**config.mk**
```make
export PLATFORM = sky130hd
export DESIGN_NAME = monitor_regs_flat
export DESIGN_NICKNAME = d
export VERILOG_FILES = /design/src/sim_pkg.sv /design/src/stats_if.sv /design/src/monitor_regs.sv /design/src/flat_wrapper.sv
export VERILOG_INCLUDE_DIRS = /design/src /design/src/include
export SDC_FILE = /design/constraint.sdc
export NUM_CORES = 1
export LEC_CHECK = 0
export ABC_AREA = 1
export BUFFER_PORTS_ARGS = -buffer_cell sky130_fd_sc_hd__buf_2
export CELL_PAD_IN_SITES_DETAIL_PLACEMENT = 1
export CELL_PAD_IN_SITES_GLOBAL_PLACEMENT = 1
export CORE_MARGIN = 4
export CORE_UTILIZATION = 25
export CTS_BUF_LIST = sky130_fd_sc_hd__clkbuf_4
export CTS_CLUSTER_DIAMETER = 30
export DETAILED_ROUTE_END_ITERATION = 8
export PLACE_DENSITY_LB_ADDON = 0.1
export SETUP_SLACK_MARGIN = 0.15
export SLEW_MARGIN = 20
export SYNTH_ARGS = -nofsm -noshare
export SYNTH_HDL_FRONTEND = slang
export SYNTH_SLANG_ARGS = --single-unit
```
**constraint.sdc**
```tcl
create_clock -name clock -period 3.64 [get_ports clock]
set_clock_uncertainty 0.15 [all_clocks]
set_input_delay 0.364 -clock clock [delete_from_list [all_inputs] [get_ports clock]]
set_output_delay 0.364 -clock clock [all_outputs]
set_load 0.02 [all_outputs]
```
**src/include/sim_macros.svh**
```systemverilog
`ifndef SIM_MACROS_SVH
`define SIM_MACROS_SVH

// memory map
`define MEM_BASE       64'h0000_0000_8000_0000
`define RAM_ADDR_BITS  10

// special instruction encodings
`define TRAP_OPCODE    7'h6b
`define SKIP_INST      32'h0000_007b

// monitor register offsets
`define REG_CTRL       8'h00
`define REG_STATUS     8'h04
`define REG_CYCLE_LO   8'h08
`define REG_CYCLE_HI   8'h0C
`define REG_INSTR_LO   8'h10
`define REG_INSTR_HI   8'h14
`define REG_TPC_LO     8'h18
`define REG_TPC_HI     8'h1C

`endif

```
**src/sim_pkg.sv**
```systemverilog
package sim_pkg;

  // r-type field view of an instruction word.
  typedef struct packed {
    logic [6:0] funct7;
    logic [4:0] rs2;
    logic [4:0] rs1;
    logic [2:0] funct3;
    logic [4:0] rd;
    logic [6:0] opcode;
  } inst_r_t;

  // same 32 bits seen as a raw word or as decoded fields.
  typedef union packed {
    logic [31:0] raw;
    inst_r_t     r;
  } inst_u;

  typedef enum logic [1:0] {
    RESP_OKAY   = 2'b00,
    RESP_SLVERR = 2'b10
  } axi_resp_e;

endpackage

```
**src/stats_if.sv**
```systemverilog
`timescale 1ns/1ps

interface stats_if;
  logic [63:0] cycle_cnt;
  logic [63:0] instr_cnt;
  logic        trapped;
  logic [7:0]  trap_code;
  logic [63:0] trap_pc;
  logic        count_en;    // level.
  logic        count_clear; // one-cycle pulse.

  modport tracker (
    output cycle_cnt, instr_cnt, trapped, trap_code, trap_pc,
    input  count_en, count_clear
  );

  modport regs (
    input  cycle_cnt, instr_cnt, trapped, trap_code, trap_pc,
    output count_en, count_clear
  );
endinterface

```
**src/monitor_regs.sv**
```systemverilog
`timescale 1ns/1ps
`include "sim_macros.svh"

module monitor_regs (
  input  logic                clock,
  input  logic                reset,

  input  logic                s_awvalid_i,
  output logic                s_awready_o,
  input  logic [7:0]          s_awaddr_i,
  input  logic                s_wvalid_i,
  output logic                s_wready_o,
  input  logic [31:0]         s_wdata_i,
  input  logic [3:0]          s_wstrb_i,
  output logic                s_bvalid_o,
  input  logic                s_bready_i,
  output sim_pkg::axi_resp_e  s_bresp_o,

  input  logic                s_arvalid_i,
  output logic                s_arready_o,
  input  logic [7:0]          s_araddr_i,
  output logic                s_rvalid_o,
  input  logic                s_rready_i,
  output logic [31:0]         s_rdata_o,
  output sim_pkg::axi_resp_e  s_rresp_o,

  stats_if.regs               stats
);

  logic        wr_fire;
  logic        rd_fire;
  logic        count_en;
  logic        count_clear;
  logic [31:0] rd_word;

  // ********************
  // handshakes
  // ********************
  assign wr_fire = s_awvalid_i & s_wvalid_i & ~s_bvalid_o;
  assign rd_fire = s_arvalid_i & ~s_rvalid_o;

  assign s_awready_o = wr_fire; // aw and w accepted together.
  assign s_wready_o  = wr_fire;
  assign s_arready_o = rd_fire;
  assign s_bresp_o   = sim_pkg::RESP_OKAY;
  assign s_rresp_o   = sim_pkg::RESP_OKAY;

  always_ff @(posedge clock) begin
    if (reset) begin
      s_bvalid_o <= 1'b0;
      s_rvalid_o <= 1'b0;
    end else begin
      if (wr_fire) s_bvalid_o <= 1'b1;
      else if (s_bready_i) s_bvalid_o <= 1'b0;
      if (rd_fire) s_rvalid_o <= 1'b1;
      else if (s_rready_i) s_rvalid_o <= 1'b0;
    end
  end

  // ********************
  // control register
  // ********************
  always_ff @(posedge clock) begin
    if (reset) begin
      count_en    <= 1'b1;
      count_clear <= 1'b0;
    end else begin
      count_clear <= 1'b0;
      if (wr_fire && s_awaddr_i == `REG_CTRL && s_wstrb_i[0]) begin
        count_en    <= s_wdata_i[0];
        count_clear <= s_wdata_i[1]; // self-clearing.
      end
    end
  end

  assign stats.count_en    = count_en;
  assign stats.count_clear = count_clear;

  // ********************
  // read mux
  // ********************
  always_comb begin
    case (s_araddr_i)
      `REG_CTRL:     rd_word = {31'h0, count_en};
      `REG_STATUS:   rd_word = {16'h0, stats.trap_code, 7'h0, stats.trapped};
      `REG_CYCLE_LO: rd_word = stats.cycle_cnt[31:0];
      `REG_CYCLE_HI: rd_word = stats.cycle_cnt[63:32];
      `REG_INSTR_LO: rd_word = stats.instr_cnt[31:0];
      `REG_INSTR_HI: rd_word = stats.instr_cnt[63:32];
      `REG_TPC_LO:   rd_word = stats.trap_pc[31:0];
      `REG_TPC_HI:   rd_word = stats.trap_pc[63:32];
      default:       rd_word = 32'h0; // unmapped.
    endcase
  end

  always_ff @(posedge clock) begin
    if (rd_fire) begin
      s_rdata_o <= rd_word; // held until rready.
    end
  end

endmodule

```
**src/flat_wrapper.sv**
```systemverilog
// flat-port wrapper written by rule: the top's interface ports become plain ports
module monitor_regs_flat 
  (clock, reset, s_awvalid_i, s_awready_o, s_awaddr_i, s_wvalid_i, s_wready_o, s_wdata_i, s_wstrb_i, s_bvalid_o, s_bready_i, s_bresp_o, s_arvalid_i, s_arready_o, s_araddr_i, s_rvalid_o, s_rready_i, s_rdata_o, s_rresp_o, stats_cycle_cnt, stats_instr_cnt, stats_trapped, stats_trap_code, stats_trap_pc, stats_count_en, stats_count_clear);
  stats_if stats_i ();
  input  logic clock;
  input  logic reset;
  input  logic s_awvalid_i;
  output logic s_awready_o;
  input  logic [7:0] s_awaddr_i;
  input  logic s_wvalid_i;
  output logic s_wready_o;
  input  logic [31:0] s_wdata_i;
  input  logic [3:0] s_wstrb_i;
  output logic s_bvalid_o;
  input  logic s_bready_i;
  output sim_pkg::axi_resp_e s_bresp_o;
  input  logic s_arvalid_i;
  output logic s_arready_o;
  input  logic [7:0] s_araddr_i;
  output logic s_rvalid_o;
  input  logic s_rready_i;
  output logic [31:0] s_rdata_o;
  output sim_pkg::axi_resp_e s_rresp_o;
  input wire logic [$bits(stats_i.cycle_cnt)-1:0] stats_cycle_cnt;
  input wire logic [$bits(stats_i.instr_cnt)-1:0] stats_instr_cnt;
  input wire logic [$bits(stats_i.trapped)-1:0] stats_trapped;
  input wire logic [$bits(stats_i.trap_code)-1:0] stats_trap_code;
  input wire logic [$bits(stats_i.trap_pc)-1:0] stats_trap_pc;
  output wire logic [$bits(stats_i.count_en)-1:0] stats_count_en;
  output wire logic [$bits(stats_i.count_clear)-1:0] stats_count_clear;
  assign stats_i.cycle_cnt = stats_cycle_cnt;
  assign stats_i.instr_cnt = stats_instr_cnt;
  assign stats_i.trapped = stats_trapped;
  assign stats_i.trap_code = stats_trap_code;
  assign stats_i.trap_pc = stats_trap_pc;
  assign stats_count_en = stats_i.count_en;
  assign stats_count_clear = stats_i.count_clear;
  monitor_regs u_core (.clock(clock), .reset(reset), .s_awvalid_i(s_awvalid_i), .s_awready_o(s_awready_o), .s_awaddr_i(s_awaddr_i), .s_wvalid_i(s_wvalid_i), .s_wready_o(s_wready_o), .s_wdata_i(s_wdata_i), .s_wstrb_i(s_wstrb_i), .s_bvalid_o(s_bvalid_o), .s_bready_i(s_bready_i), .s_bresp_o(s_bresp_o), .s_arvalid_i(s_arvalid_i), .s_arready_o(s_arready_o), .s_araddr_i(s_araddr_i), .s_rvalid_o(s_rvalid_o), .s_rready_i(s_rready_i), .s_rdata_o(s_rdata_o), .s_rresp_o(s_rresp_o), .stats(stats_i));
endmodule
```
==> run summary <==
The flow ran to the end, and the final reports show no timing, DRC or antenna violations. The worst hold path begins at s_wdata_i[1]. The total congestion overflow is 0.

The layout overhead on the synthesized area came out at 44.6%. The routed length per instance is 15.8 um. The leakage power of the design is approximately 2.8 nW.

The worst setup path is captured at a flop. The number of H-tree levels is 2. Counting the buffers created by CTS gives 5. The worst setup path is launched from an input port. The library cell with the largest summed area after synthesis is sky130_fd_sc_hd__nand3_1. Buffers added to address setup during post-CTS repair amount to 0. Of the total power, combinational logic draws 0.269.

The via-per-instance ratio is approximately 4.7. Input and output buffers added on the ports amount to roughly 270. The critical path required time came out at around 3.7 ns. Counting instances, the worst hold path has a depth of 3.

Of the available clock period, the critical path in the final layout requires 0.539. The timing startpoint of the critical path is s_araddr_i[0]. Detailed placement ended at an HPWL of 11600 um. The number of placed instances with taps included is about 940. The share of total power dissipated in sequential elements is 0.487.

For this design the top-level I/O count stands at 303. The register bit count reported by yosys is 36. Of the total power, the share spent switching nets is 0.308. The initial core utilization came out at 0.259. Entering global routing, the biggest net connects 51 pins.

The internal power contribution is 0.000676 W. The die area came out at 0.0152 mm2. Of the synthesized area, sequential elements account for 0.314. The instance count of the mapped netlist is 538. The count of max-cap constraint violations is 0. The share of total power dissipated in the clock network is 0.244. Setup repair after global routing left no endpoint under its margin.

The floorplan step defined a core boundary enclosing around 0.013 mm2. The area of all sequential standard cells is about 0.0010 mm2. The fraction of layout cells with a size suffix above 1 is 0.371. The post-cts resize count came out at 0. The worst vdd rail ir drop came out at roughly 100 uV. The total length of routed wires came out at roughly 15000 um. Of all nets on the critical path, the largest fanout is 30. The ratio of total power to cell area came out at between 200 and 250 mW/mm2.

The number of detailed-route iterations in the first pass is 4. The detailed router put a total of roughly 6000 um of wire on met1. The die boundary width came out at 123 um.

TritonCTS built the clock tree. The multi-input gate area in the final layout came out at 0.00185 mm2. The critical path is of the in2reg type. The longest clock path from root to sink contains 2 buffers. For the final routed database, the setup TNS stands at 0 ns. Buffers inserted to repair hold after CTS numbered 1. Clock tree synthesis selected as its root buffer the cell sky130_fd_sc_hd__clkbuf_4. The number of warning messages in the yosys log is 0. The endpoint of the worst register-to-register path is u_core.s_rdata_o[1]. The min-delay analysis places its worst path in the category in2reg. The average cell area after synthesis came out at 6.16 um2. In this run the core area contains 41 standard-cell rows. The worst slew slack as a fraction of its limit came out at 0.493. The total count of max-transition violations in the final report came out at 0. In this run the power spent charging and discharging nets is ~0.0003 W. The number of antenna violations at the first check in global routing is 4.

The post-synthesis instance area came out at between 0.003 and 0.004 mm2. The global-route wire length before repair came out at 23200 um. At the end of routability-driven placement, the weighted congestion stood at about 0.78.

The via count of the first global-routing pass came out at around 4700. By area the synthesized netlist is led by sky130_fd_sc_hd__nand3_1 (29%), sky130_fd_sc_hd__edfxtp_1 (29%), sky130_fd_sc_hd__nand2_1 (16%). The number of standard cells in the layout, taps in and fillers out is 955. After detailed routing, the met3 layer carries ~1200 um of wire.

The worst hold path terminates at u_core.stats.count_clear. The maximum operating frequency came out at 509 MHz. The launch point of the worst reg-to-reg path is u_core.s_rvalid_o. The violation count after the first detailed-routing iteration came out at 169. For the worst flop-to-flop path, the logic depth is 2.

Clock-pin slew was measured on the worst setup and hold paths at 0.13 ns. The number of fill cells is between 1500 and 2000. The fraction of post-synthesis cell area in the top cell type by area is 0.295.

The final-report setup violation count is 0. The transition time at the pin with the least slew margin is between 0.7 and 0.8 ns. The number of different library cells used by synthesis comes to 17. The number of routed nets with antenna violations came out at 0.

The tree built by TritonCTS fans out to 36 sinks. The die extent in y is between 100 and 150 um. The number of nets in the layout came out at between 1000 and 1500. The latest clock arrival within the worst-skew pair is roughly 0.36 ns. The internal reg-to-reg setup slack is roughly 2.2 ns.

The overall via count from detail_route is between 4000 and 5000. The clock period minus worst slack came out at a little under 2 ns. After detailed routing, no signal wire sits above met5. In the routed design, unresolved DRC markers number 0.

Data arrives at the worst endpoint at 2.04 ns. The final count of hold timing violations is 0. The total global routing track utilization is 0.193.

The routed design uses around 7700 um of met2 wire.
==> critical path: stages <==
cell and delay, ns:
sky130_fd_sc_hd__buf_2 0.10, sky130_fd_sc_hd__inv_1 0.06, sky130_fd_sc_hd__nand2_2 0.11, sky130_fd_sc_hd__nor2_4 0.60, sky130_fd_sc_hd__buf_4 0.44, sky130_fd_sc_hd__nand3_1 0.13
sky130_fd_sc_hd__nand2_1 0.09, sky130_fd_sc_hd__inv_1 0.04, sky130_fd_sc_hd__nand2_1 0.06
==> final cells by class <==
type                            instances  share of cell area
Antenna cell                            3             0.00157
Clock buffer                            7              0.0110
Clock inverter                          1            0.000784
Inverter                               47              0.0368
Multi-Input combinational cell        413               0.386
Sequential cell                        36               0.217
Tap cell                              172              0.0449
Timing Repair Buffer                  276               0.301
==> metrics by stage <==
| stage | hold slack [ns] | total power, W | util | setup slack [ns] | area [um2] |
|---|---|---|---|---|---|
| after CTS | 0.0415 | 0.000995 | 0.372 | 1.69 | 4750 |
| after global placement | 0.310 | 0.000743 | 0.367 | 1.35 | 4690 |
| after floorplan | 0.283 | 0.000585 | - | 1.01 | 3320 |
| final | 0.0642 | 0.000977 | 0.375 | 1.68 | 4790 |
| after detailed placement | 0.319 | 0.000748 | 0.367 | 1.30 | 4690 |
| after global routing | 0.0434 | 0.00104 | 0.375 | 1.54 | 4790 |
==> power by group through the flow <==
stage	Sequential [W]	Clock, W	Combinational, W
after floorplan	0.000512	0	0.0000730
after global placement	0.000484	0	0.000259
after detailed placement	0.000485	0	0.000263
after CTS	0.000476	0.000255	0.000265
after global routing	0.000477	0.000274	0.000289
final	0.000475	0.000238	0.000263
==> cells in the mapped netlist <==
library cell / count
sky130_fd_sc_hd__nand3_1: 195
sky130_fd_sc_hd__nand2_1: 144
sky130_fd_sc_hd__nor2_1: 62
sky130_fd_sc_hd__inv_1: 47
sky130_fd_sc_hd__edfxtp_1: 32
sky130_fd_sc_hd__buf_2: 28
sky130_fd_sc_hd__buf_4: 10
sky130_fd_sc_hd__buf_6: 6
sky130_fd_sc_hd__dfxtp_1: 4
sky130_fd_sc_hd__nor2_2: 3
sky130_fd_sc_hd__a21oi_1: 1
sky130_fd_sc_hd__and3_1: 1
sky130_fd_sc_hd__buf_1: 1
sky130_fd_sc_hd__conb_1: 1
sky130_fd_sc_hd__nand2_2: 1
sky130_fd_sc_hd__nor2_4: 1
sky130_fd_sc_hd__o21a_1: 1
==> cell families after synthesis <==
logic type,Yosys count,share of synthesized area
buffers and inverters,92,0.140
flip-flops,36,0.314
other,1,0.00113
AND/OR/NAND/NOR,407,0.541
AO/OA/AOI/OAI,2,0.00378
==> state kept, by name, indices dropped and copies added (netlist names) <==
register and cells:
u_core.s_bvalid_o 1, u_core.stats.count_clear 1, u_core.stats.count_en 1, u_core.s_rdata_o 32
u_core.s_rvalid_o 1
==> per-layer routing <==
metal,track usage,up-vias
met1,0.222,2082
li1,-,2239
met2,0.354,157
met3,0.0448,19
met5,0,-
met4,0.0602,2
==> worst max path at each step <==
stage	endpoint	slack (ns)	depth (start not counted)
2_1_floorplan	u_core.s_rdata_o[0]	1.01	1
3_3_place_gp	u_core.s_rdata_o[28]	1.35	9
3_5_place_dp	u_core.s_rdata_o[22]	1.30	9
4_1_cts	u_core.s_rdata_o[22]	1.69	9
5_1_grt	u_core.s_rdata_o[26]	1.54	9
6_report	u_core.s_rdata_o[27]	1.68	9
==> cell usage in the layout (no fill, tap or decap), drive strengths merged <==
cell type	n
clkinv	1
conb	4
nand3	195
and3	1
edfxtp	32
nand2	145
clkbuf	7
a21oi	1
dlygate4sd3	1
diode	3
dfxtp	4
buf	275
inv	47
nor2	66
o21a	1
No activity file was read; power rests on OpenSTA's default activity.
