<file path="config.mk">
export PLATFORM = sky130hd
export DESIGN_NAME = commit_tracker_flat
export DESIGN_NICKNAME = d
export VERILOG_FILES = /design/src/sim_pkg.sv /design/src/stats_if.sv /design/src/commit_tracker.sv /design/src/flat_wrapper.sv
export VERILOG_INCLUDE_DIRS = /design/src /design/src/include
export SDC_FILE = /design/constraint.sdc
export NUM_CORES = 1
export LEC_CHECK = 0
export BUFFER_PORTS_ARGS = -buffer_cell sky130_fd_sc_hd__buf_2
export CORE_AREA = 3 3 213 215
export CTS_CLUSTER_SIZE = 8
export DETAILED_ROUTE_END_ITERATION = 7
export DIE_AREA = 0 0 216 218
export GPL_TIMING_DRIVEN = 1
export PLACE_DENSITY = 0.66
export SYNTH_ARGS = -nofsm -noshare
export SYNTH_HDL_FRONTEND = slang
export SYNTH_SLANG_ARGS = --single-unit
</file>
<file path="constraint.sdc">
create_clock -name clock -period 10.95 [get_ports clock]
set_clock_uncertainty 0.2 [all_clocks]
set_input_delay 0.5475 -clock clock [delete_from_list [all_inputs] [get_ports clock]]
set_output_delay 0.5475 -clock clock [all_outputs]
set_load 0.01 [all_outputs]
</file>
<file path="src/include/sim_macros.svh">
`ifndef SIM_MACROS_SVH
`define SIM_MACROS_SVH

// memory map
`define MEM_BASE       64'h0000_0000_8000_0000
`define RAM_ADDR_BITS  10

// special instruction encodings
`define TRAP_OPCODE    7'h6b
`define SKIP_INST      32'h0000_007b

// monitor register offsets
`define REG_CTRL       8'h00
`define REG_STATUS     8'h04
`define REG_CYCLE_LO   8'h08
`define REG_CYCLE_HI   8'h0C
`define REG_INSTR_LO   8'h10
`define REG_INSTR_HI   8'h14
`define REG_TPC_LO     8'h18
`define REG_TPC_HI     8'h1C

`endif

</file>
<file path="src/sim_pkg.sv">
package sim_pkg;

  // r-type field view of an instruction word.
  typedef struct packed {
    logic [6:0] funct7;
    logic [4:0] rs2;
    logic [4:0] rs1;
    logic [2:0] funct3;
    logic [4:0] rd;
    logic [6:0] opcode;
  } inst_r_t;

  // same 32 bits seen as a raw word or as decoded fields.
  typedef union packed {
    logic [31:0] raw;
    inst_r_t     r;
  } inst_u;

  typedef enum logic [1:0] {
    RESP_OKAY   = 2'b00,
    RESP_SLVERR = 2'b10
  } axi_resp_e;

endpackage

</file>
<file path="src/stats_if.sv">
`timescale 1ns/1ps

interface stats_if;
  logic [63:0] cycle_cnt;
  logic [63:0] instr_cnt;
  logic        trapped;
  logic [7:0]  trap_code;
  logic [63:0] trap_pc;
  logic        count_en;    // level.
  logic        count_clear; // one-cycle pulse.

  modport tracker (
    output cycle_cnt, instr_cnt, trapped, trap_code, trap_pc,
    input  count_en, count_clear
  );

  modport regs (
    input  cycle_cnt, instr_cnt, trapped, trap_code, trap_pc,
    output count_en, count_clear
  );
endinterface

</file>
<file path="src/commit_tracker.sv">
`timescale 1ns/1ps
`include "sim_macros.svh"

module commit_tracker (
  input  logic          clock,
  input  logic          reset,

  input  logic          wb_valid_i,
  input  logic [63:0]   wb_pc_i,
  input  sim_pkg::inst_u wb_inst_i,
  input  logic          wb_wen_i,
  input  logic [4:0]    wb_rd_i,
  input  logic [63:0]   wb_wdata_i,

  output logic          cmt_valid_o,
  output logic [63:0]   cmt_pc_o,
  output logic [31:0]   cmt_inst_o,
  output logic          cmt_wen_o,
  output logic [7:0]    cmt_wdest_o,
  output logic [63:0]   cmt_wdata_o,
  output logic          cmt_skip_o,
  output logic          trap_o,

  stats_if.tracker      stats
);

  logic        trapped;
  logic [7:0]  trap_code;
  logic [63:0] trap_pc;
  logic [63:0] cycle_cnt;
  logic [63:0] instr_cnt;
  logic        is_trap;

  assign is_trap = wb_valid_i && (wb_inst_i.r.opcode == `TRAP_OPCODE);

  // ********************
  // commit register
  // ********************
  always_ff @(posedge clock) begin
    if (reset) begin
      cmt_valid_o <= 1'b0;
      cmt_wen_o   <= 1'b0;
      cmt_skip_o  <= 1'b0;
      trapped     <= 1'b0;
      trap_code   <= 8'h00;
      trap_pc     <= 64'h0;
    end else if (trapped) begin
      cmt_valid_o <= 1'b0; // frozen; payload keeps the trap commit.
    end else begin
      cmt_valid_o <= wb_valid_i;
      cmt_pc_o    <= wb_pc_i;
      cmt_inst_o  <= wb_inst_i.raw;
      cmt_wen_o   <= wb_valid_i & wb_wen_i;
      cmt_wdest_o <= {3'b000, wb_rd_i};
      cmt_wdata_o <= wb_wdata_i;
      cmt_skip_o  <= (wb_inst_i.raw == `SKIP_INST);
      if (is_trap) begin
        trapped   <= 1'b1;
        trap_code <= wb_wdata_i[7:0]; // exit code from a0 writeback.
        trap_pc   <= wb_pc_i;
      end
    end
  end

  // ********************
  // counters
  // ********************
  always_ff @(posedge clock) begin
    if (reset || stats.count_clear) begin
      cycle_cnt <= 64'h0;
      instr_cnt <= 64'h0;
    end else if (stats.count_en && !trapped) begin
      cycle_cnt <= cycle_cnt + 64'd1;
      instr_cnt <= instr_cnt + {63'h0, wb_valid_i};
    end
  end

  assign trap_o          = trapped;
  assign stats.trapped   = trapped;
  assign stats.trap_code = trap_code;
  assign stats.trap_pc   = trap_pc;
  assign stats.cycle_cnt = cycle_cnt;
  assign stats.instr_cnt = instr_cnt;

endmodule

</file>
<file path="src/flat_wrapper.sv">
// flat-port wrapper written by rule: the top's interface ports become plain ports
module commit_tracker_flat 
  (clock, reset, wb_valid_i, wb_pc_i, wb_inst_i, wb_wen_i, wb_rd_i, wb_wdata_i, cmt_valid_o, cmt_pc_o, cmt_inst_o, cmt_wen_o, cmt_wdest_o, cmt_wdata_o, cmt_skip_o, trap_o, stats_cycle_cnt, stats_instr_cnt, stats_trapped, stats_trap_code, stats_trap_pc, stats_count_en, stats_count_clear);
  stats_if stats_i ();
  input  logic clock;
  input  logic reset;
  input  logic wb_valid_i;
  input  logic [63:0] wb_pc_i;
  input  sim_pkg::inst_u wb_inst_i;
  input  logic wb_wen_i;
  input  logic [4:0] wb_rd_i;
  input  logic [63:0] wb_wdata_i;
  output logic cmt_valid_o;
  output logic [63:0] cmt_pc_o;
  output logic [31:0] cmt_inst_o;
  output logic cmt_wen_o;
  output logic [7:0] cmt_wdest_o;
  output logic [63:0] cmt_wdata_o;
  output logic cmt_skip_o;
  output logic trap_o;
  output wire logic [$bits(stats_i.cycle_cnt)-1:0] stats_cycle_cnt;
  output wire logic [$bits(stats_i.instr_cnt)-1:0] stats_instr_cnt;
  output wire logic [$bits(stats_i.trapped)-1:0] stats_trapped;
  output wire logic [$bits(stats_i.trap_code)-1:0] stats_trap_code;
  output wire logic [$bits(stats_i.trap_pc)-1:0] stats_trap_pc;
  input wire logic [$bits(stats_i.count_en)-1:0] stats_count_en;
  input wire logic [$bits(stats_i.count_clear)-1:0] stats_count_clear;
  assign stats_cycle_cnt = stats_i.cycle_cnt;
  assign stats_instr_cnt = stats_i.instr_cnt;
  assign stats_trapped = stats_i.trapped;
  assign stats_trap_code = stats_i.trap_code;
  assign stats_trap_pc = stats_i.trap_pc;
  assign stats_i.count_en = stats_count_en;
  assign stats_i.count_clear = stats_count_clear;
  commit_tracker u_core (.clock(clock), .reset(reset), .wb_valid_i(wb_valid_i), .wb_pc_i(wb_pc_i), .wb_inst_i(wb_inst_i), .wb_wen_i(wb_wen_i), .wb_rd_i(wb_rd_i), .wb_wdata_i(wb_wdata_i), .cmt_valid_o(cmt_valid_o), .cmt_pc_o(cmt_pc_o), .cmt_inst_o(cmt_inst_o), .cmt_wen_o(cmt_wen_o), .cmt_wdest_o(cmt_wdest_o), .cmt_wdata_o(cmt_wdata_o), .cmt_skip_o(cmt_skip_o), .trap_o(trap_o), .stats(stats_i));
endmodule
</file>
==> run metrics, run 1 <==
Total Wirelength=50300 um; Worst path max stage delay=1.00 ns; top-area cell type share of the netlist area=36.0%; critical path cell sequence=nand4_1 > nor4_2 > nand4_1 > or3_1 > a21oi_1; WP buf/inv=0; setup TNS=0 ns; cell taking the most area after synthesis=edfxtp_1; hpwl dp=about 36000 um; setup violators final=0; YS warnings=0; CTS Sinks=369; worst slew pin tran=between 1 and 1.5 ns; GRT overflow=0; PortBufs=540; post-route setup slack=roughly 7.8 ns; initial antenna violation count=15; vias=12934; Clock transition at path regs=~0.050 ns; status=finished, final reports clean; worst reg-to-reg path cell count=5; Worst EP arrival=~3.4 ns; placed inst area=roughly 0.017 mm2; io pins=around 540; Synth area leaders=edfxtp_1 36%, dfxtp_1 30%, nand2_1 5.4%, a21oi_1 4.7%, xor2_1 3.0%; Hold Violations, Final=0; Area growth syn-to-layout=47.3%; clock root cell=clkbuf_16; Die Wd=216 um; area of the core=0.0439 mm2; CTS buffer count=53; Synth Area in Adders=less than 1%; Hold WC Path Type=primary input to register; Compound-Gate Fraction of Synth Area=7.56%; Seq/Total Area, Yosys=between 60% and 70%; xor and xnor area share after synthesis=under 10%; drt first pass iters=5; top_reg_cell synth=dfxtp_1; vias in the first global route=between 10000 and 15000; CP required=11.23 ns; Netlist Area Pre-Place=about 0.014 mm2; Post-synth EDFFs=165; via/cell ratio=4.97; worst slack at placement=~7.6 ns; final worst path period need=between 3 and 4 ns; Fmax=about 320 MHz; Largest delay share family, worst path=simple AND/OR/NAND/NOR gates; Synth Register Bits=369; GRT Overall Usage=between 20% and 30%; gpl congestion=just over 0.9; Crit path top cell by count=nand4_1; crit share post-route=approximately 29%; setup slack, reg-to-reg=approximately 7.8 ns; Min-Delay Path Depth=1; die area=about 0.047 mm2; Max-slew headroom=a little over a quarter; Max stage delay cell, worst path=nor4_2; fraction of layout cells with a size suffix above 1=a little under a third; CP endpoint kind=register; Die Span Y=about 220 um; Startpoint Class=register; max-cap viol count=0; pwr/cell area=roughly 160 mW/mm2; per-cell routed wire length=between 15 and 20 um; remaining antenna violation count=0; global-route wire length before repair=about 75000 um; fraction of registers with async set/reset=0%; Avg Synthesized Cell Area=11.0 um2; critical path peak fanout=11; Min-Delay Endpoint=u_core.cmt_pc_o[14]$_DFFE_PP_; CTS tree=done; simple-gate portion of the synthesized area=between 20% and 30%; main combinational cell family by area after synthesis=simple AND/OR/NAND/NOR gates; Post-Syn Instances=~1300; Synth cell types=43; nets@finish=2142; # DRC=0; Max Buffers Root-to-Sink=3; Setup CP Type=register to register; fin. max-slew vios=0; Initial Util=a little under a third; multiplexer share of the synthesized area=0%; DRT iter0 DRCs=1087; htree depth=2; hold_sp=wb_pc_i[14]; largest net degree at the start of global routing=167; reg2reg start=u_core.stats.instr_cnt[10]$_SDFFE_PP0P_; Clock Latency Late Sink=~0.57 ns; RSZ-0062 raised after global routing=false; row count=77; Worst VDD drop=around 0.10 mV; design area=approximately 0.020 mm2; Critical R2R Capture=u_core.stats.instr_cnt[50]$_SDFFE_PP0P_; Pleak=7.99 nW
[cells in the final DEF, fill, tap and decap left out, drive strengths merged, types with 37 or more instances in the layout]
cell type / n
clkbuf: 84
a21oi: 128
nand2: 197
or3: 42
edfxtp: 165
o21ai: 37
dlygate4sd3: 162
nand3: 56
xor2: 47
nor2: 99
nand4: 67
dfxtp: 204
buf: 546
[stage by stage]
stage | power (mW) | utilization, % | hold WS [ns] | instances
floorplan | 1.57 | - | 0.281 | 1257
global placement | 1.65 | 38.9 | 0.239 | 2343
detailed placement | 1.66 | 38.9 | 0.244 | 2343
CTS | 3.22 | 46.1 | 0.00406 | 2594
global route | 3.30 | 46.1 | 0.00389 | 2604
finish | 3.19 | 46.1 | 0.0441 | 2604
[how the worst max path moves through the flow]
| stage | cells after the start | start | slack [ns] | end |
|---|---|---|---|---|
| finish | 5 | u_core.stats.instr_cnt[10]$_SDFFE_PP0P_ | 7.78 | u_core.stats.instr_cnt[50]$_SDFFE_PP0P_ |
| floorplan | 2 | reset | 2.49 | u_core.cmt_inst_o[0]$_DFFE_PP_ |
| CTS | 5 | u_core.stats.instr_cnt[10]$_SDFFE_PP0P_ | 7.76 | u_core.stats.instr_cnt[50]$_SDFFE_PP0P_ |
| detailed placement | 8 | wb_valid_i | 7.63 | u_core.stats.instr_cnt[52]$_SDFFE_PP0P_ |
| global route | 5 | u_core.stats.instr_cnt[10]$_SDFFE_PP0P_ | 7.48 | u_core.stats.instr_cnt[58]$_SDFFE_PP0P_ |
| global placement | 5 | reset | 7.68 | u_core.stats.instr_cnt[38]$_SDFFE_PP0P_ |
[flip-flops by register name, summed over array words and instances, names as in the netlist, 5 cells and up]
signal / count
u_core.stats.instr_cnt: 64
u_core.stats.trap_pc: 64
u_core.cmt_pc_o: 64
u_core.cmt_inst_o: 32
u_core.stats.cycle_cnt: 64
u_core.stats.trap_code: 8
u_core.cmt_wdest_o: 5
u_core.cmt_wdata_o: 64
[kinds of logic after synthesis]
family | Yosys count
fa+ha+maj | 3
other cells | 1
buf+inv | 70
flops | 369
xor+xnor | 65
compound gates | 193
simple gates | 554
[routing by layer]
layer	global-route usage [%]	vias up	routed length, um	share of wire, %
li1	-	5963	-	-
met1	23.9	6203	19100	38
met2	34.4	635	24700	49
met3	6.60	131	4630	9.2
met4	8.19	2	1840	3.6
met5	0	-	11	0.022
[final cells by class]
type | count | area (um2)
clock buffers | 84 | 1480
multi-input cells | 818 | 4470
well taps | 592 | 741
fillers | 4080 | 23700
clock inverters | 5 | 53.8
inverters | 18 | 67.6
diodes | 10 | 25.0
repair buffers | 708 | 4380
flip-flops and latches | 369 | 9040
[synthesized netlist by cell type (3+ instances only)]
cell and instances:
or4_1 13, o211ai_1 3, o21a_1 8, nand3_1 55, nor2_1 99, nor3_1 14, edfxtp_1 165, nor4_1 22
o21ai_0 37, and3_1 10, o31ai_1 13, or3_1 42, dfxtp_1 204, and2_1 5, nand4b_1 5, nor4_2 5
buf_4 4, or2_2 4, a21oi_1 128, xnor2_1 18, clkbuf_1 42, nand2_1 197, inv_1 18, ha_1 3
and4_1 3, buf_2 4, xor2_1 47, nand4_1 64
[power breakdown]
group | switching [mW] | total (mW) | internal [mW]
sequential | 0.0121 | 1.50 | 1.48
combinational | 0.100 | 0.186 | 0.0860
clock | 0.588 | 1.51 | 0.919
[what timing repair did]
item | 4_1_cts | 5_1_grt
setup endpoints to repair | 0 | 0
resized for setup | 0 | 0
buffers inserted | 0 | 0
hold endpoints to repair | 198 | 0
hold buffers | 162 | 0
Note: power is estimated with default switching activity, not from simulation.
==> inputs of run 2 (changes only) <==
Clock period 10.95 ns to 3 ns, I/O delays scaled along.
==> run 2 against run 1 <==
  * Fmax grew 23%
  * Register-to-register slack worse by 7.4 ns
  * Clock power rose to 3.5 times the previous value
  * Non-clock buffer count grew 30
  * Sequential power grew to 3.6 times the previous value
  * Core utilization is 0.53 points higher
  * Via count rose by 0.80%
  * Largest power group is now registers
  * Worst hold slack gained 0.046 ns
  * Global-route usage increased by 0.64 points
  * Die area stayed put
  * First-iteration DRC count is 8.0% lower
==> run metrics, run 2 (synthesized netlist as in run 1, its figures left out) <==
fraction of layout cells with a size suffix above 1=31.8% (was 31.4%); nets@finish=2171 (was 2142); final cell count without fillers=2633 (was 2604); max-cap viol count=0 (unchanged); die area=0.0471 mm2 (unchanged); Die Span Y=218 um (unchanged); CP required=3.28 ns (was 11.23 ns); area of the core=0.0439 mm2 (unchanged); Setup CP Type=register to register (unchanged); critical path peak fanout=14 (was 11); worst reg-to-reg path cell count=6 (was 5); CTS tree=done (unchanged); crit share post-route=85.9% (was 28.9%); post-route setup slack=0.424 ns (was 7.78 ns); drt first pass iters=7 (was 5); Hold WC Path Type=primary input to register (unchanged); most frequent cells in the layout=539 x buf_2, 203 x dfxtp_1, 197 x nand2_1 (was 539 x buf_2, 204 x dfxtp_1, 197 x nand2_1); io pins=544 (unchanged); PostCTS Resize Cnt=0 (unchanged); setup slack, reg-to-reg=0.42 ns (was 7.78 ns); GRT overflow=0 (unchanged); placed instance count=2364 (was 2343); PortBufs=540 (unchanged); reg2reg start=u_core.stats.cycle_cnt[2]$_SDFFE_PP0P_ (was u_core.stats.instr_cnt[10]$_SDFFE_PP0P_); most common cell after layout, fill and taps aside=buf_2 (unchanged); FF+latch area=0.00904 mm2 (about the same); initial antenna violation count=16 (was 15); critical path depth in cells=6 (was 5); clock share of power=46.5% (was 47.3%); clock root cell=clkbuf_16 (unchanged); via/cell ratio=4.95 (was 4.97); global-route wire length before repair=77000 um (was 74800 um); Critical R2R Capture=u_core.stats.cycle_cnt[59]$_SDFFE_PP0P_ (was u_core.stats.instr_cnt[50]$_SDFFE_PP0P_); Max stage delay cell, worst path=or4_1 (was nor4_2); gpl congestion=0.940 (was 0.918); Clock Latency Late Sink=0.57 ns (about the same); setup violators final=0 (unchanged); worst slack at placement=0.462 ns (was 7.63 ns); DRT iter0 DRCs=1000 (was 1087); Max-slew headroom=35.9% (was 26.2%); largest net degree at the start of global routing=77 (was 167); final worst path period need=2.58 ns (was 3.17 ns); Power Internal=8.97 mW (was 2.49 mW); Worst path max stage delay=0.62 ns (was 1.00 ns); vias=13037 (was 12934); Max Buffers Root-to-Sink=3 (unchanged); Worst VDD drop=0.394 mV (was 0.0997 mV); RSZ-0062 raised after global routing=false (unchanged); Fill cells=4094 (was 4080); placed inst area=0.0173 mm2 (was 0.0171 mm2); switching power=2.55 mW (was 700 uW); Net Sw Frac=22.2% (was 22.0%); Clock transition at path regs=0.05 ns (about the same); CTS buffer count=52 (was 53); status=finished, final reports clean (unchanged); WP buf/inv=1 (was 0); Crit path top cell by count=nand3_1 (was nand4_1); end point of the critical path=u_core.stats.cycle_cnt[59]$_SDFFE_PP0P_ (was u_core.stats.instr_cnt[50]$_SDFFE_PP0P_); design area=0.0205 mm2 (was 0.0203 mm2); row count=77 (unchanged); Startpoint Class=register (unchanged); # DRC=0 (unchanged); vias in the first global route=12849 (was 12632); Fmax=388 MHz (was 316 MHz); critical path cell sequence=nand3_1 > nor3_1 > buf_4 > nand3_1 > or4_1 > a21oi_1 (was nand4_1 > nor4_2 > nand4_1 > or3_1 > a21oi_1); Largest delay share family, worst path=simple AND/OR/NAND/NOR gates (unchanged); worst slew pin tran=0.961 ns (was 1.10 ns); pwr/cell area=562 mW/mm2 (was 157 mW/mm2); Reg power frac=47.3% (was 46.9%); CP endpoint kind=register (unchanged); Die Wd=216 um (unchanged); combinational power share=6.1% (was 5.8%); Initial Util=31.3% (unchanged); Worst EP arrival=2.86 ns (was 3.44 ns); fin. max-slew vios=0 (unchanged); CP startpoint=u_core.stats.cycle_cnt[2]$_SDFFE_PP0P_ (was u_core.stats.instr_cnt[10]$_SDFFE_PP0P_); Hold Violations, Final=0 (unchanged); GRT Overall Usage=21.0% (was 20.3%); Multi-input gate area=0.00447 mm2 (about the same); Area growth syn-to-layout=49.0% (was 47.3%); Pleak=8.13 nW (was 7.99 nW); Total Wirelength=52100 um (was 50300 um); CTS Sinks=369 (unchanged); hpwl dp=37800 um (was 35900 um); per-cell routed wire length=19.8 um (was 19.3 um); htree depth=2 (unchanged); remaining antenna violation count=0 (unchanged)
==> run 2: repair_timing <==
action	in CTS	in global routing
hold endpoints to repair	264	0
buffers inserted	0	0
hold buffers	171	0
==> run 2: worst register-to-register path, cell delays in order (launching register included) <==
cell and delay, ns:
dfxtp_1 0.41, nand3_1 0.24, nor3_1 0.26, buf_4 0.18, nand3_1 0.38, or4_1 0.63
a21oi_1 0.20
==> run 2: worst min-delay path by stage <==
stage / start / to / slack (ns) / cells past startpoint
2_1_floorplan: wb_inst_i[0] / u_core.cmt_inst_o[0]$_DFFE_PP_ / 0.05 / 0
3_3_place_gp: wb_wdata_i[41] / u_core.cmt_wdata_o[41]$_DFFE_PP_ / 0.13 / 1
3_5_place_dp: wb_wdata_i[47] / u_core.cmt_wdata_o[47]$_DFFE_PP_ / 0.13 / 1
4_1_cts: wb_wdata_i[30] / u_core.cmt_wdata_o[30]$_DFFE_PP_ / 0.05 / 2
5_1_grt: wb_inst_i[3] / u_core.cmt_inst_o[3]$_DFFE_PP_ / 0.07 / 2
6_report: wb_wdata_i[61] / u_core.cmt_wdata_o[61]$_DFFE_PP_ / 0.09 / 2
==> run 2: layer usage <==
metal  wire, um  GRT usage [%]  up-vias
met1      19700           24.0     6279
met5         40              0        -
li1           -              -     6022
met4       1730           8.12        6
met3       4900           7.64      125
met2      25800           35.8      605
==> run 2: area by class of cell <==
| type | count | area share [%] |
|---|---|---|
| Antenna cell | 12 | 0.147 |
| Clock buffer | 82 | 7.00 |
| Clock inverter | 4 | 0.134 |
| Inverter | 18 | 0.330 |
| Multi-Input combinational cell | 818 | 21.8 |
| Sequential cell | 369 | 44.1 |
| Tap cell | 592 | 3.61 |
| Timing Repair Buffer | 738 | 22.8 |
==> run 2: stage by stage <==
stage | util, % | hold WS [ns] | setup TNS [ns] | power (mW)
2_1_floorplan | - | 0.0489 | -85.61 | 5.72
3_3_place_gp | 39.4 | 0.128 | 0 | 6.05
3_5_place_dp | 39.4 | 0.128 | 0 | 6.06
4_1_cts | 46.6 | 0.0457 | 0 | 11.6
5_1_grt | 46.6 | 0.0743 | 0 | 11.9
6_report | 46.7 | 0.0904 | 0 | 11.5
==> run 2: power by group through the flow <==
| stage | clock network [mW] | logic, mW | registers [mW] |
|---|---|---|---|
| final | 5.36 | 0.708 | 5.46 |
| after global routing | 5.73 | 0.750 | 5.46 |
| after CTS | 5.48 | 0.704 | 5.45 |
| after detailed placement | 0 | 0.512 | 5.55 |
| after global placement | 0 | 0.507 | 5.55 |
| after floorplan | 0 | 0.0941 | 5.62 |
